<file path="config.mk">
export PLATFORM = sky130hd
export DESIGN_NAME = lc4_dual_pipe
export DESIGN_NICKNAME = d
export VERILOG_FILES = /design/src/rtl/lc4_pkg.sv /design/src/rtl/lc4_dual_pipe.sv /design/src/rtl/lc4_back_end.sv /design/src/rtl/lc4_issue_ctrl.sv /design/src/rtl/lc4_bypass.sv /design/src/rtl/lc4_alu.sv /design/src/rtl/lc4_regfile_dual.sv /design/src/rtl/lc4_decoder.sv
export VERILOG_INCLUDE_DIRS = /design/src /design/src/rtl
export SDC_FILE = /design/constraint.sdc
export NUM_CORES = 2
export LEC_CHECK = 0
export ABC_AREA = 1
export BUFFER_PORTS_ARGS = -buffer_cell sky130_fd_sc_hd__buf_2
export CORE_ASPECT_RATIO = 0.9
export CORE_MARGIN = 3
export CORE_UTILIZATION = 25
export CTS_CLUSTER_DIAMETER = 60
export DETAILED_ROUTE_END_ITERATION = 6
export HOLD_SLACK_MARGIN = 0.02
export SLEW_MARGIN = 20
export SYNTH_ARGS = -nofsm -noshare
export SYNTH_HDL_FRONTEND = slang
export SYNTH_HIERARCHICAL = 1
export SYNTH_SLANG_ARGS = --single-unit
</file>
<file path="constraint.sdc">
create_clock -name gwe -period 4.1 [get_ports gwe]
set_input_delay 0.41 -clock gwe [delete_from_list [all_inputs] [get_ports gwe]]
set_output_delay 0.41 -clock gwe [all_outputs]
set_load 0.05 [all_outputs]
</file>
<file path="src/rtl/lc4_cfg.svh">
`ifndef LC4_CFG_SVH
`define LC4_CFG_SVH

// datapath and instruction width
`define LC4_WORD_W 16

// register file size and select width
`define LC4_REG_CNT 8
`define LC4_SEL_W $clog2(`LC4_REG_CNT)

// instruction field positions
`define LC4_OP_HI 15
`define LC4_OP_LO 12
`define LC4_RD_HI 11
`define LC4_RD_LO 9
`define LC4_RS_HI 8
`define LC4_RS_LO 6
`define LC4_RT_HI 2
`define LC4_RT_LO 0

`define LC4_RESET_PC 16'h0000
`define LC4_NOP_INSN 16'h0000

`endif
</file>
<file path="src/rtl/lc4_pkg.sv">
`include "lc4_cfg.svh"

package lc4_pkg;

    typedef logic [`LC4_WORD_W-1:0] word_t;
    typedef logic [`LC4_SEL_W-1:0] sel_t;

    // supported operations, anything else runs as a nop
    typedef enum logic [3:0] {
        OP_NOP,
        OP_ADD,
        OP_SUB,
        OP_AND,
        OP_ADDI,
        OP_CONST,
        OP_LDR,
        OP_STR,
        OP_ILLEGAL
    } opcode_e;

    // why a slot is empty in a given stage
    typedef enum logic [1:0] {
        STALL_NONE  = 2'd0,
        STALL_PIPE  = 2'd1,
        STALL_RESET = 2'd2,
        STALL_LOAD  = 2'd3
    } stall_e;

    typedef struct packed {
        opcode_e op;
        sel_t    rs;
        sel_t    rt;
        sel_t    rd;
        logic    rs_re;
        logic    rt_re;
        logic    rd_we;
        logic    is_load;
        logic    is_store;
        word_t   imm;
    } decoded_t;

    typedef struct packed {
        logic     valid;
        word_t    pc;
        word_t    insn;
        decoded_t dec;
        stall_e   stall;
    } slot_t;

    typedef struct packed {
        logic  we;
        word_t addr;
        word_t wdata;
    } dmem_req_t;

    typedef struct packed {
        logic  valid;
        word_t pc;
        word_t insn;
        logic  we;
        sel_t  wsel;
        word_t wdata;
    } retire_t;

    // empty slot tagged with the reason it is empty
    function automatic slot_t bubble_slot(input stall_e why);
        slot_t s;
        s = '0;
        s.insn = `LC4_NOP_INSN;
        s.stall = why;
        return s;
    endfunction

endpackage

</file>
<file path="src/rtl/lc4_dual_pipe.sv">
module lc4_dual_pipe (
    input  logic               gwe,
    input  logic               i_rst_n,
    output lc4_pkg::word_t     o_cur_pc,
    input  lc4_pkg::word_t     i_insn_a,
    input  lc4_pkg::word_t     i_insn_b,
    output lc4_pkg::dmem_req_t o_dmem,
    input  lc4_pkg::word_t     i_dmem_rdata,
    output lc4_pkg::retire_t   o_retire_a,
    output lc4_pkg::retire_t   o_retire_b
);
    import lc4_pkg::*;

    slot_t dec_a, dec_b, iss_a, iss_b, ex_a, ex_b;
    word_t rf_rs_a, rf_rt_a, rf_rs_b, rf_rt_b;

    lc4_issue_ctrl issue_i (
        .gwe(gwe), .i_rst_n(i_rst_n),
        .i_insn_a(i_insn_a), .i_insn_b(i_insn_b),
        .i_ex_a(ex_a), .i_ex_b(ex_b),
        .o_cur_pc(o_cur_pc),
        .o_dec_a(dec_a), .o_dec_b(dec_b),
        .o_iss_a(iss_a), .o_iss_b(iss_b)
    );

    // read in decode, write from the retire records
    lc4_regfile_dual regfile_i (
        .gwe(gwe), .i_rst_n(i_rst_n),
        .i_rs_a(dec_a.dec.rs), .i_rt_a(dec_a.dec.rt),
        .i_rs_b(dec_b.dec.rs), .i_rt_b(dec_b.dec.rt),
        .o_rs_data_a(rf_rs_a), .o_rt_data_a(rf_rt_a),
        .o_rs_data_b(rf_rs_b), .o_rt_data_b(rf_rt_b),
        .i_wr_a(o_retire_a), .i_wr_b(o_retire_b)
    );

    lc4_back_end back_end_i (
        .gwe(gwe), .i_rst_n(i_rst_n),
        .i_iss_a(iss_a), .i_iss_b(iss_b),
        .i_rf_rs_a(rf_rs_a), .i_rf_rt_a(rf_rt_a),
        .i_rf_rs_b(rf_rs_b), .i_rf_rt_b(rf_rt_b),
        .i_dmem_rdata(i_dmem_rdata),
        .o_ex_a(ex_a), .o_ex_b(ex_b),
        .o_dmem(o_dmem),
        .o_retire_a(o_retire_a), .o_retire_b(o_retire_b)
    );

endmodule

</file>
<file path="src/rtl/lc4_back_end.sv">
module lc4_back_end (
    input  logic              gwe,
    input  logic              i_rst_n,
    input  lc4_pkg::slot_t    i_iss_a,
    input  lc4_pkg::slot_t    i_iss_b,
    input  lc4_pkg::word_t    i_rf_rs_a,
    input  lc4_pkg::word_t    i_rf_rt_a,
    input  lc4_pkg::word_t    i_rf_rs_b,
    input  lc4_pkg::word_t    i_rf_rt_b,
    input  lc4_pkg::word_t    i_dmem_rdata,
    output lc4_pkg::slot_t    o_ex_a,
    output lc4_pkg::slot_t    o_ex_b,
    output lc4_pkg::dmem_req_t o_dmem,
    output lc4_pkg::retire_t  o_retire_a,
    output lc4_pkg::retire_t  o_retire_b
);
    import lc4_pkg::*;

    slot_t ex_a, ex_b, mem_a, mem_b, wb_a, wb_b;
    word_t ex_rs_a, ex_rt_a, ex_rs_b, ex_rt_b;
    word_t rs_a, rt_a, rs_b, rt_b;
    word_t alu_a, alu_b;
    word_t mem_res_a, mem_res_b, mem_st_a, mem_st_b;
    word_t st_a, st_b;
    word_t wb_res_a, wb_res_b, wb_ld;
    logic  mem_a_uses_port;

    lc4_bypass bypass_i (
        .i_ex_a(ex_a), .i_ex_b(ex_b), .i_mem_a(mem_a), .i_mem_b(mem_b),
        .i_mem_res_a(mem_res_a), .i_mem_res_b(mem_res_b),
        .i_mem_st_a(mem_st_a), .i_mem_st_b(mem_st_b),
        .i_wb_a(o_retire_a), .i_wb_b(o_retire_b),
        .i_rf_rs_a(ex_rs_a), .i_rf_rt_a(ex_rt_a),
        .i_rf_rs_b(ex_rs_b), .i_rf_rt_b(ex_rt_b),
        .o_rs_a(rs_a), .o_rt_a(rt_a), .o_rs_b(rs_b), .o_rt_b(rt_b),
        .o_st_a(st_a), .o_st_b(st_b)
    );

    lc4_alu alu_a_i (.i_dec(ex_a.dec), .i_rs_val(rs_a), .i_rt_val(rt_a), .o_result(alu_a));
    lc4_alu alu_b_i (.i_dec(ex_b.dec), .i_rs_val(rs_b), .i_rt_val(rt_b), .o_result(alu_b));

    always_ff @(posedge gwe) begin
        if (!i_rst_n) begin
            ex_a <= bubble_slot(STALL_RESET);
            ex_b <= bubble_slot(STALL_RESET);
            mem_a <= bubble_slot(STALL_RESET);
            mem_b <= bubble_slot(STALL_RESET);
            wb_a <= bubble_slot(STALL_RESET);
            wb_b <= bubble_slot(STALL_RESET);
        end else begin
            ex_a <= i_iss_a;
            ex_b <= i_iss_b;
            mem_a <= ex_a;
            mem_b <= ex_b;
            wb_a <= mem_a;
            wb_b <= mem_b;
        end
    end

    always_ff @(posedge gwe) begin
        ex_rs_a <= i_rf_rs_a;
        ex_rt_a <= i_rf_rt_a;
        ex_rs_b <= i_rf_rs_b;
        ex_rt_b <= i_rf_rt_b;
        mem_res_a <= alu_a;
        mem_res_b <= alu_b;
        mem_st_a <= rt_a;
        mem_st_b <= rt_b;
        wb_res_a <= mem_res_a;
        wb_res_b <= mem_res_b;
        // only one slot reads memory per cycle, so one register is enough
        wb_ld <= i_dmem_rdata;
    end

    // switching keeps two memory ops out of the same stage
    assign mem_a_uses_port = mem_a.valid && (mem_a.dec.is_load || mem_a.dec.is_store);

    always_comb begin
        o_dmem.we = (mem_a.valid && mem_a.dec.is_store) || (mem_b.valid && mem_b.dec.is_store);
        o_dmem.addr = mem_a_uses_port ? mem_res_a : mem_res_b;
        o_dmem.wdata = mem_a_uses_port ? st_a : st_b;
    end

    function automatic retire_t make_retire(input slot_t s, input word_t res, input word_t ld);
        retire_t r;
        r.valid = s.valid;
        r.pc = s.pc;
        r.insn = s.insn;
        r.we = s.valid && s.dec.rd_we;
        r.wsel = s.dec.rd;
        r.wdata = s.dec.is_load ? ld : res;
        return r;
    endfunction

    assign o_retire_a = make_retire(wb_a, wb_res_a, wb_ld);
    assign o_retire_b = make_retire(wb_b, wb_res_b, wb_ld);
    assign o_ex_a = ex_a;
    assign o_ex_b = ex_b;

endmodule

</file>
<file path="src/rtl/lc4_issue_ctrl.sv">
`include "lc4_cfg.svh"

module lc4_issue_ctrl (
    input  logic           gwe,
    input  logic           i_rst_n,
    input  lc4_pkg::word_t i_insn_a,
    input  lc4_pkg::word_t i_insn_b,
    input  lc4_pkg::slot_t i_ex_a,
    input  lc4_pkg::slot_t i_ex_b,
    output lc4_pkg::word_t o_cur_pc,
    output lc4_pkg::slot_t o_dec_a,
    output lc4_pkg::slot_t o_dec_b,
    output lc4_pkg::slot_t o_iss_a,
    output lc4_pkg::slot_t o_iss_b
);
    import lc4_pkg::*;

    word_t    pc;
    slot_t    dec_a;
    slot_t    dec_b;
    decoded_t fet_dec_a;
    decoded_t fet_dec_b;
    slot_t    fet_a;
    slot_t    fet_b;
    logic     b_needs_a;
    logic     mem_conflict;
    logic     ltu_a;
    logic     ltu_b;
    logic     stall;
    logic     do_switch;

    lc4_decoder dec_a_i (.i_insn(i_insn_a), .o_dec(fet_dec_a));
    lc4_decoder dec_b_i (.i_insn(i_insn_b), .o_dec(fet_dec_b));

    always_comb begin
        fet_a = '{valid: 1'b1, pc: pc, insn: i_insn_a, dec: fet_dec_a, stall: STALL_NONE};
        fet_b = '{valid: 1'b1, pc: pc + 1'b1, insn: i_insn_b, dec: fet_dec_b,
                  stall: STALL_NONE};
    end

    // consumer needs a load still in execute; store data is exempt
    // since it can be picked up later in the memory stage
    function automatic logic load_use(input slot_t c, input slot_t p);
        logic hit;
        hit = c.dec.rs_re && c.dec.rs == p.dec.rd;
        hit = hit || (c.dec.rt_re && !c.dec.is_store && c.dec.rt == p.dec.rd);
        return c.valid && p.valid && p.dec.is_load && hit;
    endfunction

    assign b_needs_a = dec_a.valid && dec_b.valid && dec_a.dec.rd_we
                     && ((dec_b.dec.rs_re && dec_b.dec.rs == dec_a.dec.rd)
                      || (dec_b.dec.rt_re && dec_b.dec.rt == dec_a.dec.rd));
    assign mem_conflict = dec_a.valid && dec_b.valid
                        && (dec_a.dec.is_load || dec_a.dec.is_store)
                        && (dec_b.dec.is_load || dec_b.dec.is_store);
    assign ltu_a = load_use(dec_a, i_ex_a) || load_use(dec_a, i_ex_b);
    assign ltu_b = load_use(dec_b, i_ex_a) || load_use(dec_b, i_ex_b);

    // a stalls everything, b alone only gets split off
    assign stall = ltu_a;
    assign do_switch = !stall && (b_needs_a || mem_conflict || ltu_b);

    always_comb begin
        if (stall) begin
            o_iss_a = bubble_slot(STALL_LOAD);
            o_iss_b = bubble_slot(STALL_LOAD);
        end else begin
            o_iss_a = dec_a;
            o_iss_b = do_switch ? bubble_slot(STALL_PIPE) : dec_b;
        end
    end

    always_ff @(posedge gwe) begin
        if (!i_rst_n) begin
            pc <= `LC4_RESET_PC;
            dec_a <= bubble_slot(STALL_RESET);
            dec_b <= bubble_slot(STALL_RESET);
        end else if (do_switch) begin
            // old b moves up, the fetch at pc fills b
            pc <= pc + 16'd1;
            dec_a <= dec_b;
            dec_b <= fet_a;
        end else if (!stall) begin
            pc <= pc + 16'd2;
            dec_a <= fet_a;
            dec_b <= fet_b;
        end
    end

    assign o_cur_pc = pc;
    assign o_dec_a = dec_a;
    assign o_dec_b = dec_b;

endmodule

</file>
<file path="src/rtl/lc4_bypass.sv">
module lc4_bypass (
    input  lc4_pkg::slot_t   i_ex_a,
    input  lc4_pkg::slot_t   i_ex_b,
    input  lc4_pkg::slot_t   i_mem_a,
    input  lc4_pkg::slot_t   i_mem_b,
    input  lc4_pkg::word_t   i_mem_res_a,
    input  lc4_pkg::word_t   i_mem_res_b,
    input  lc4_pkg::word_t   i_mem_st_a,
    input  lc4_pkg::word_t   i_mem_st_b,
    input  lc4_pkg::retire_t i_wb_a,
    input  lc4_pkg::retire_t i_wb_b,
    input  lc4_pkg::word_t   i_rf_rs_a,
    input  lc4_pkg::word_t   i_rf_rt_a,
    input  lc4_pkg::word_t   i_rf_rs_b,
    input  lc4_pkg::word_t   i_rf_rt_b,
    output lc4_pkg::word_t   o_rs_a,
    output lc4_pkg::word_t   o_rt_a,
    output lc4_pkg::word_t   o_rs_b,
    output lc4_pkg::word_t   o_rt_b,
    output lc4_pkg::word_t   o_st_a,
    output lc4_pkg::word_t   o_st_b
);
    import lc4_pkg::*;

    // load data is not ready in memory, the stall logic covers it
    function automatic logic mem_hit(input slot_t p, input sel_t sel);
        return p.valid && p.dec.rd_we && !p.dec.is_load && p.dec.rd == sel;
    endfunction

    function automatic logic wb_hit(input retire_t p, input sel_t sel);
        return p.valid && p.we && p.wsel == sel;
    endfunction

    // youngest producer first: mem b, mem a, wb b, wb a
    function automatic word_t mx_wx(input sel_t sel, input word_t rf);
        word_t val;
        val = rf;
        if (wb_hit(i_wb_a, sel))
            val = i_wb_a.wdata;
        if (wb_hit(i_wb_b, sel))
            val = i_wb_b.wdata;
        if (mem_hit(i_mem_a, sel))
            val = i_mem_res_a;
        if (mem_hit(i_mem_b, sel))
            val = i_mem_res_b;
        return val;
    endfunction

    always_comb begin
        o_rs_a = mx_wx(i_ex_a.dec.rs, i_rf_rs_a);
        o_rt_a = mx_wx(i_ex_a.dec.rt, i_rf_rt_a);
        o_rs_b = mx_wx(i_ex_b.dec.rs, i_rf_rs_b);
        o_rt_b = mx_wx(i_ex_b.dec.rt, i_rf_rt_b);

        // store data in the memory stage
        o_st_a = i_mem_st_a;
        if (wb_hit(i_wb_b, i_mem_a.dec.rt))
            o_st_a = i_wb_b.wdata;
        else if (wb_hit(i_wb_a, i_mem_a.dec.rt))
            o_st_a = i_wb_a.wdata;

        o_st_b = i_mem_st_b;
        if (wb_hit(i_wb_b, i_mem_b.dec.rt))
            o_st_b = i_wb_b.wdata;
        else if (wb_hit(i_wb_a, i_mem_b.dec.rt))
            o_st_b = i_wb_a.wdata;
        else if (mem_hit(i_mem_a, i_mem_b.dec.rt))
            o_st_b = i_mem_res_a;
    end

endmodule

</file>
<file path="src/rtl/lc4_alu.sv">
module lc4_alu (
    input  lc4_pkg::decoded_t i_dec,
    input  lc4_pkg::word_t    i_rs_val,
    input  lc4_pkg::word_t    i_rt_val,
    output lc4_pkg::word_t    o_result
);
    import lc4_pkg::*;

    always_comb begin
        case (i_dec.op)
            OP_ADD:   o_result = i_rs_val + i_rt_val;
            OP_SUB:   o_result = i_rs_val - i_rt_val;
            OP_AND:   o_result = i_rs_val & i_rt_val;
            // memory ops reuse the adder for the address
            OP_ADDI,
            OP_LDR,
            OP_STR:   o_result = i_rs_val + i_dec.imm;
            OP_CONST: o_result = i_dec.imm;
            default:  o_result = '0;
        endcase
    end

endmodule

</file>
<file path="src/rtl/lc4_regfile_dual.sv">
`include "lc4_cfg.svh"

module lc4_regfile_dual (
    input  logic             gwe,
    input  logic             i_rst_n,
    input  lc4_pkg::sel_t    i_rs_a,
    input  lc4_pkg::sel_t    i_rt_a,
    input  lc4_pkg::sel_t    i_rs_b,
    input  lc4_pkg::sel_t    i_rt_b,
    output lc4_pkg::word_t   o_rs_data_a,
    output lc4_pkg::word_t   o_rt_data_a,
    output lc4_pkg::word_t   o_rs_data_b,
    output lc4_pkg::word_t   o_rt_data_b,
    input  lc4_pkg::retire_t i_wr_a,
    input  lc4_pkg::retire_t i_wr_b
);
    import lc4_pkg::*;

    word_t regs [`LC4_REG_CNT];

    // same-cycle writes are visible to reads, b is younger so it wins
    function automatic word_t rd_port(input sel_t sel);
        word_t val;
        val = regs[sel];
        if (i_wr_a.valid && i_wr_a.we && i_wr_a.wsel == sel)
            val = i_wr_a.wdata;
        if (i_wr_b.valid && i_wr_b.we && i_wr_b.wsel == sel)
            val = i_wr_b.wdata;
        return val;
    endfunction

    always_comb begin
        o_rs_data_a = rd_port(i_rs_a);
        o_rt_data_a = rd_port(i_rt_a);
        o_rs_data_b = rd_port(i_rs_b);
        o_rt_data_b = rd_port(i_rt_b);
    end

    always_ff @(posedge gwe) begin
        if (!i_rst_n) begin
            for (int i = 0; i < `LC4_REG_CNT; i++)
                regs[i] <= '0;
        end else begin
            if (i_wr_a.valid && i_wr_a.we)
                regs[i_wr_a.wsel] <= i_wr_a.wdata;
            if (i_wr_b.valid && i_wr_b.we)
                regs[i_wr_b.wsel] <= i_wr_b.wdata;
        end
    end

endmodule

</file>
<file path="src/rtl/lc4_decoder.sv">
`include "lc4_cfg.svh"

module lc4_decoder (
    input  lc4_pkg::word_t    i_insn,
    output lc4_pkg::decoded_t o_dec
);
    import lc4_pkg::*;

    always_comb begin
        o_dec = '0;
        o_dec.op = OP_NOP;
        o_dec.rd = i_insn[`LC4_RD_HI:`LC4_RD_LO];
        o_dec.rs = i_insn[`LC4_RS_HI:`LC4_RS_LO];
        o_dec.rt = i_insn[`LC4_RT_HI:`LC4_RT_LO];
        case (i_insn[`LC4_OP_HI:`LC4_OP_LO])
            4'b0000: o_dec.op = OP_NOP;
            4'b0001: begin
                // bit 5 picks the imm5 form
                if (i_insn[5]) begin
                    o_dec.op = OP_ADDI;
                    o_dec.imm = {{(`LC4_WORD_W-5){i_insn[4]}}, i_insn[4:0]};
                end else if (i_insn[5:3] == 3'b000) begin
                    o_dec.op = OP_ADD;
                end else if (i_insn[5:3] == 3'b010) begin
                    o_dec.op = OP_SUB;
                end else begin
                    o_dec.op = OP_ILLEGAL;
                end
            end
            4'b0101: o_dec.op = (i_insn[5:3] == 3'b000) ? OP_AND : OP_ILLEGAL;
            4'b0110: begin
                o_dec.op = OP_LDR;
                o_dec.imm = {{(`LC4_WORD_W-6){i_insn[5]}}, i_insn[5:0]};
            end
            4'b0111: begin
                o_dec.op = OP_STR;
                // store data register sits in the rd field
                o_dec.rt = i_insn[`LC4_RD_HI:`LC4_RD_LO];
                o_dec.imm = {{(`LC4_WORD_W-6){i_insn[5]}}, i_insn[5:0]};
            end
            4'b1001: begin
                o_dec.op = OP_CONST;
                o_dec.imm = {{(`LC4_WORD_W-9){i_insn[8]}}, i_insn[8:0]};
            end
            default: o_dec.op = OP_ILLEGAL;
        endcase

        o_dec.rs_re = o_dec.op inside {OP_ADD, OP_SUB, OP_AND, OP_ADDI, OP_LDR, OP_STR};
        o_dec.rt_re = o_dec.op inside {OP_ADD, OP_SUB, OP_AND, OP_STR};
        o_dec.rd_we = o_dec.op inside {OP_ADD, OP_SUB, OP_AND, OP_ADDI, OP_CONST, OP_LDR};
        o_dec.is_load = (o_dec.op == OP_LDR);
        o_dec.is_store = (o_dec.op == OP_STR);
    end

endmodule

</file>
# ---- Word level (Yosys, flattened, before mapping)
# Memories as Yosys holds them, arrays and structs flattened. A register that Yosys moved wholly into a read port is not among the register bits.
# Cells that the tools add are included.
# Widths: inputs -> output; s select.
dict set report classes {
  add_sub_neg 8
  n_eq_ne 80
  mux 78
  bitwise 3
  n_reduce_logical 106
}
# operator count
set ops {}
lappend ops {{$mux 16} 39}
lappend ops {{$mux 69} 4}
lappend ops {{$pmux 16 s5} 2}
lappend ops {{$eq 3x3->1} 39}
lappend ops {{$pmux 16 s3} 2}
lappend ops {{$eq 4x3->1 const B} 22}
lappend ops {{$logic_and 1x1->1} 70}
lappend ops {{$add 16x16->16} 4}
lappend ops {{$pmux 4 s6} 2}
lappend ops {{$mux 3} 12}
lappend ops {{$and 16x16->16} 2}
lappend ops {{$eq 4x2->1 const B} 8}
lappend ops {{$mux 4} 8}
lappend ops {{$reduce_or 16->1} 2}
lappend ops {{$sub 16x16->16} 2}
lappend ops {{$eq 4x1->1 const B} 6}
lappend ops {{$reduce_bool 6->1} 4}
lappend ops {{$add 16x1->16 const B} 1}
lappend ops {{$add 16x2->16 const B} 1}
lappend ops {{$logic_or 1x1->1} 13}
lappend ops {{$mux 1} 9}
lappend ops {{$reduce_or 3->1} 3}
lappend ops {{$eq 4x4->1 const B} 2}
lappend ops {{$logic_not 4->1} 2}
lappend ops {{7 further kinds} 16}
dict set report totals {
  regBits 617
  mem_bits_rw 128
  out_inout_bits 155
  word_cells 365
  mem_count 1
}
# memory words width read_ports rd_clocked_by_memory_dff write_ports line_no
set memory_table {}
lappend memory_table {regfile_i.regs 8 16 4 4 8 lc4_regfile_dual.sv:19} ;# word_t regs [`LC4_REG_CNT];

# ---- Depth between registers and ports, before layout
dict set report depth {
  ltp_word 11
  ltp_mapped 31
  depth_no_buf 31
}

# ---- Cells and area by module
# The synthesis kept the hierarchy.
# mod instances cells_each area_each_um2 seq_area_each_um2
set by_module_without_submodules {}
lappend by_module_without_submodules {lc4_back_end 1 1559 15044.4 10570.1}
lappend by_module_without_submodules {lc4_regfile_dual 1 1964 12523.3 3843.7}
lappend by_module_without_submodules {lc4_issue_ctrl 1 1659 9670.5 3042.9}
lappend by_module_without_submodules {lc4_bypass 1 1462 6764.0 0.0}
lappend by_module_without_submodules {{lc4_alu at back_end_i.alu_a_i} 1 358 2030.7 0.0}
lappend by_module_without_submodules {{lc4_alu at back_end_i.alu_b_i} 1 346 1881.8 0.0}
lappend by_module_without_submodules {lc4_decoder 2 87 430.4 0.0}

# ---- Worst setup path after synthesis
# Ideal clock, no wire load.
dict set report synth_path {
  path_kind {register to register}
  startpoint {register back_end_i/wb_b[19] in the netlist's numbering}
  endpoint {register back_end_i.mem_res_a[10]}
  setup_time_ps 118
  arrival_ps 4631
  t_required_ps 3982
  path_slack_ps -649
  path_stages_with_launch 26
  path_buffers 1
  synth_period_minus_slack_ps 4749
  path_cell_list {dfxtp_1 > clkbuf_1 > o21ai_0 > nand3_1 > nand2_1 > inv_1 > nand2_1 > nand2_1 > nand2_1 > inv_1 > ha_1 > inv_1 > nor2_4 > nand4_1 > nor2_2 > a21oi_1 > o21ai_0 > a31oi_1 > ha_1 > nand2_1 > inv_1 > a21boi_0 > nand3_1 > or2_2 > nand3_2 > nand3_2}
}
# element line_no
set synth_lines {}
lappend synth_lines {{start, declared} lc4_back_end.sv:19} ;# slot_t ex_a, ex_b, mem_a, mem_b, wb_a, wb_b;
lappend synth_lines {{start signal, assigned} lc4_back_end.sv:49} ;# wb_b <= bubble_slot(STALL_RESET);
lappend synth_lines {{start signal, assigned} lc4_back_end.sv:56} ;# wb_b <= mem_b;
lappend synth_lines {{end signal, assigned} lc4_back_end.sv:65} ;# mem_res_a <= alu_a;
lappend synth_lines {{end, declared} lc4_back_end.sv:23} ;# word_t mem_res_a, mem_res_b, mem_st_a, mem_st_b;

# ---- Worst setup path in the final report
dict set report layout_path {
  startpoint {register back_end_i.wb_a, in the netlist back_end_i/o_retire_a[52]}
  endpoint {register back_end_i.mem_res_a[10]}
}
dict set report layout_between {
  elab_chain_len 9
  word_cells_on_any_way 17
  cone_classes {add/sub (3); mux (9); bitwise (1); reduce/logical (4)}
}
# element line_no
set layout_rtl {}
lappend layout_rtl {{start, declared} lc4_back_end.sv:19}
lappend layout_rtl {{start signal, assigned} lc4_back_end.sv:48} ;# wb_a <= bubble_slot(STALL_RESET);
lappend layout_rtl {{start signal, assigned} lc4_back_end.sv:55} ;# wb_a <= mem_a;
lappend layout_rtl {{$logic_and 1x1->1} lc4_back_end.sv:89} ;# r.we = s.valid && s.dec.rd_we;
lappend layout_rtl {{$logic_and 1x1->1 * (2 in a row)} lc4_bypass.sv:31} ;# return p.valid && p.we && p.wsel == sel;
lappend layout_rtl {{$mux 16 *} lc4_bypass.sv:38} ;# if (wb_hit(i_wb_a, sel))
lappend layout_rtl {{$mux 16 *} lc4_bypass.sv:40} ;# if (wb_hit(i_wb_b, sel))
lappend layout_rtl {{$mux 16 *} lc4_bypass.sv:42} ;# if (mem_hit(i_mem_a, sel))
lappend layout_rtl {{$mux 16 *} lc4_bypass.sv:44} ;# if (mem_hit(i_mem_b, sel))
lappend layout_rtl {{via back_end_i.rt_a[0]} lc4_back_end.sv:21} ;# word_t rs_a, rt_a, rs_b, rt_b;
lappend layout_rtl {{$sub 16x16->16 or $add 16x16->16 (tied branches)} {lc4_alu.sv:12, lc4_alu.sv:11}}
lappend layout_rtl {{$pmux 16 s5 *} lc4_alu.sv:10} ;# case (i_dec.op)
lappend layout_rtl {{via back_end_i.alu_a[10]} lc4_back_end.sv:22} ;# word_t alu_a, alu_b;
# Mark *: on every way through the listed nets, which the timed path passes. The rest lies on a longest branch.
# A chain may end at the register's enable or synchronous reset.

==> metrics.txt <==
Reg power frac=0.385; DR vias=48505; DR pass1 iterations=7; via/cell ratio=4.87; Rel. slew slack=0.232; Avg Cell Area, Syn=between 6 and 7 µm²; routed metal-1 wire length=about 83 mm; CP Launch Type=register; Worst Hold Class=in -> reg; drt total wl=199 mm; clk sinks=around 740; dpl ws=slightly above 0.09 ns; antenna-violating nets left=0; Ys Warns=6; die area=between 150000 and 200000 µm²; Total Neg Setup Slack=0 ns; fin worst setup slack=roughly 0.18 ns; CTS tree=done; htree depth=3; Post-Syn Instances=roughly 7300; clock slew at reported path FFs=around 0.060 ns; layout cells sized above 1=0.128; worst path bufs/invs=7; CP delay by family, top=simple AND/OR/NAND/NOR gates; final hold vios=0; Clock power frac=0.436; initial antenna violation count=8; GRT Overall Usage=0.197; gr ovfl total=0; crit-path max FO=6; Max Buffers Root-to-Sink=3; Final Skew=~0.042 ns; crit path DAT=approximately 4.5 ns; Final nets=around 7500; failing checks=design-rule violations; Initial Utilization=0.252; post-synth net total=around 7400; Met3 Wirelength=roughly 21 mm; logic gate share of total power=0.180; status=complete, but fails checks; reg2reg setup slack=0.18 ns; CP peak stage delay=roughly 0.38 ns; max cap viols=0; Pint=about 14 mW; Num CTS Buffers=100; global-route wire length before repair=292 mm; Die Y=approximately 420 µm; Slew @ Worst Pin=around 1.1 ns; Area growth syn-to-layout=14.4%; Rows=150; Port Buffers=~200; fill cell total of the finished layout=approximately 21000; Pins Over Slew Limit=0; overall power=20.9 mW; Initial DRC Count=6629; fmax=approximately 0.26 GHz; Tcrit/Tclk final=0.956; core area=about 190000 µm²; minimum clock period after layout=3.92 ns; kind of critical path=reg -> reg; largest net degree at the start of global routing=approximately 220; Net Sw Frac=0.327; Clk Latency, worst-skew pair=0.75 ns; CP required=4.71 ns; final hold slack=0.0842 ns; Setup crit end kind=register; highest-delay cell along the critical path=ha_1; top layer in use=met5; pwr dens=about 400 nW/µm²; dpl hpwl=141 mm; Remaining DRCs=1; CTS root buf=clkbuf_16; vias in the first global route=approximately 45000; met2 WL=about 84 mm; I/O pins=between 200 and 250; die width=463 µm; Psw=6.84 mW; Max IR drop VDD=about 310 µV; mapped cell area=46900 µm²; Pleak=about 28 nW; Placer Congestion=around 0.97; # setup viols final=0; WL/cell=20.0 µm
[worst reg2reg max path: cells and delay by family (launching register included)]
family          cells  cell delay (ns)
compound gates      4             0.40
simple gates       17             1.95
flops               1             0.32
fa+ha+maj           2             0.52
buf+inv             7             0.60
[power by group through the flow]
stage / combinational [mW] / clock (mW) / sequential (mW)
after detailed placement: 3.54 / 0 / 8.18
final: 3.75 / 9.10 / 8.03
after global placement: 3.53 / 0 / 8.18
after global routing: 4.04 / 9.61 / 8.06
after floorplan: 2.32 / 0 / 8.05
after CTS: 3.58 / 9.35 / 8.03
[repair_timing]
action                     CTS  global route
hold endpoints to repair    33             0
buffers inserted             0            22
gates resized for setup      0            99
hold buffers                28             0
setup endpoints to repair    0            28
[routing by layer]
layer	GRT usage	up-vias
li1	-	22791
met2	0.296	2716
met5	0	-
met4	0.0891	2
met1	0.268	22487
met3	0.0457	509
[sequential cells by signal, summed over array words and instances (netlist names), 16 cells and up]
signal / count
back_end_i/wb_res_a: 16
issue_i/o_dec_a: 67
regfile_i/regs: 128
back_end_i/wb_ld: 16
back_end_i/mem_res_a: 16
back_end_i/mem_b: 42
back_end_i/mem_st_b: 16
issue_i/o_dec_b: 67
back_end_i/wb_res_b: 16
back_end_i/ex_rt_b: 16
back_end_i/mem_a: 42
back_end_i/ex_rt_a: 16
back_end_i/o_ex_a: 65
back_end_i/ex_rs_a: 16
back_end_i/ex_rs_b: 16
issue_i/o_cur_pc: 16
back_end_i/o_ex_b: 65
back_end_i/mem_st_a: 16
back_end_i/o_retire_b: 36
back_end_i/o_retire_a: 36
back_end_i/mem_res_b: 16
[cell type report]
| cell class | instances | area, µm² | area share |
|---|---|---|---|
| multi-input cells | 4838 | 23100 | 0.431 |
| repair buffers | 437 | 2990 | 0.0557 |
| well taps | 2508 | 3140 | 0.0585 |
| clock buffers | 119 | 2710 | 0.0506 |
| diodes | 6 | 15.0 | 0.000280 |
| clock inverters | 64 | 779 | 0.0145 |
| flip-flops and latches | 744 | 16200 | 0.302 |
| inverters | 1244 | 4700 | 0.0876 |
[cells in the final DEF, fill, tap and decap left out, types with 14 or more instances in the layout]
cell type         n
o21ai_0          54
clkinv_2         19
nor3_1           15
o21ai_1          72
nand3_1        1356
dfxtp_1         599
clkbuf_16       100
nand2_4          25
ha_1             39
o22ai_1         119
buf_2           203
o211ai_1         15
dlygate4sd3_1    28
nor2_4           34
buf_4           188
nand2_1        2306
a31oi_1          15
a21oi_2          21
nor2_1          387
edfxtp_1        128
nand2_2          59
inv_1          1159
nand4_1          14
xor2_1           44
a21oi_1          78
clkbuf_8         14
nor2_2           30
inv_2            63
dfxtp_2          17
nand3_2          21
[stage by stage]
| step | std cells | cell area (µm²) | util |
|---|---|---|---|
| 2_1_floorplan | 7316 | 46900 | - |
| 3_3_place_gp | 9720 | 49400 | 0.265 |
| 5_1_grt | 9955 | 53700 | 0.288 |
| 6_report | 9960 | 53700 | 0.288 |
| 3_5_place_dp | 9720 | 49400 | 0.265 |
| 4_1_cts | 9931 | 53200 | 0.286 |
[final timing paths]
path	cells after the start	start	end
setup / recovery	30	back_end_i/o_retire_a[52]	back_end_i/mem_res_a[10]
hold / removal	5	i_insn_b[4]	issue_i/o_dec_b[40]
setup reg to reg	30	back_end_i/o_retire_a[52]	back_end_i/mem_res_a[10]
hold reg to reg	0	back_end_i/mem_res_a[14]	back_end_i/wb_res_a[14]
No activity file was read; power rests on OpenSTA's default activity.
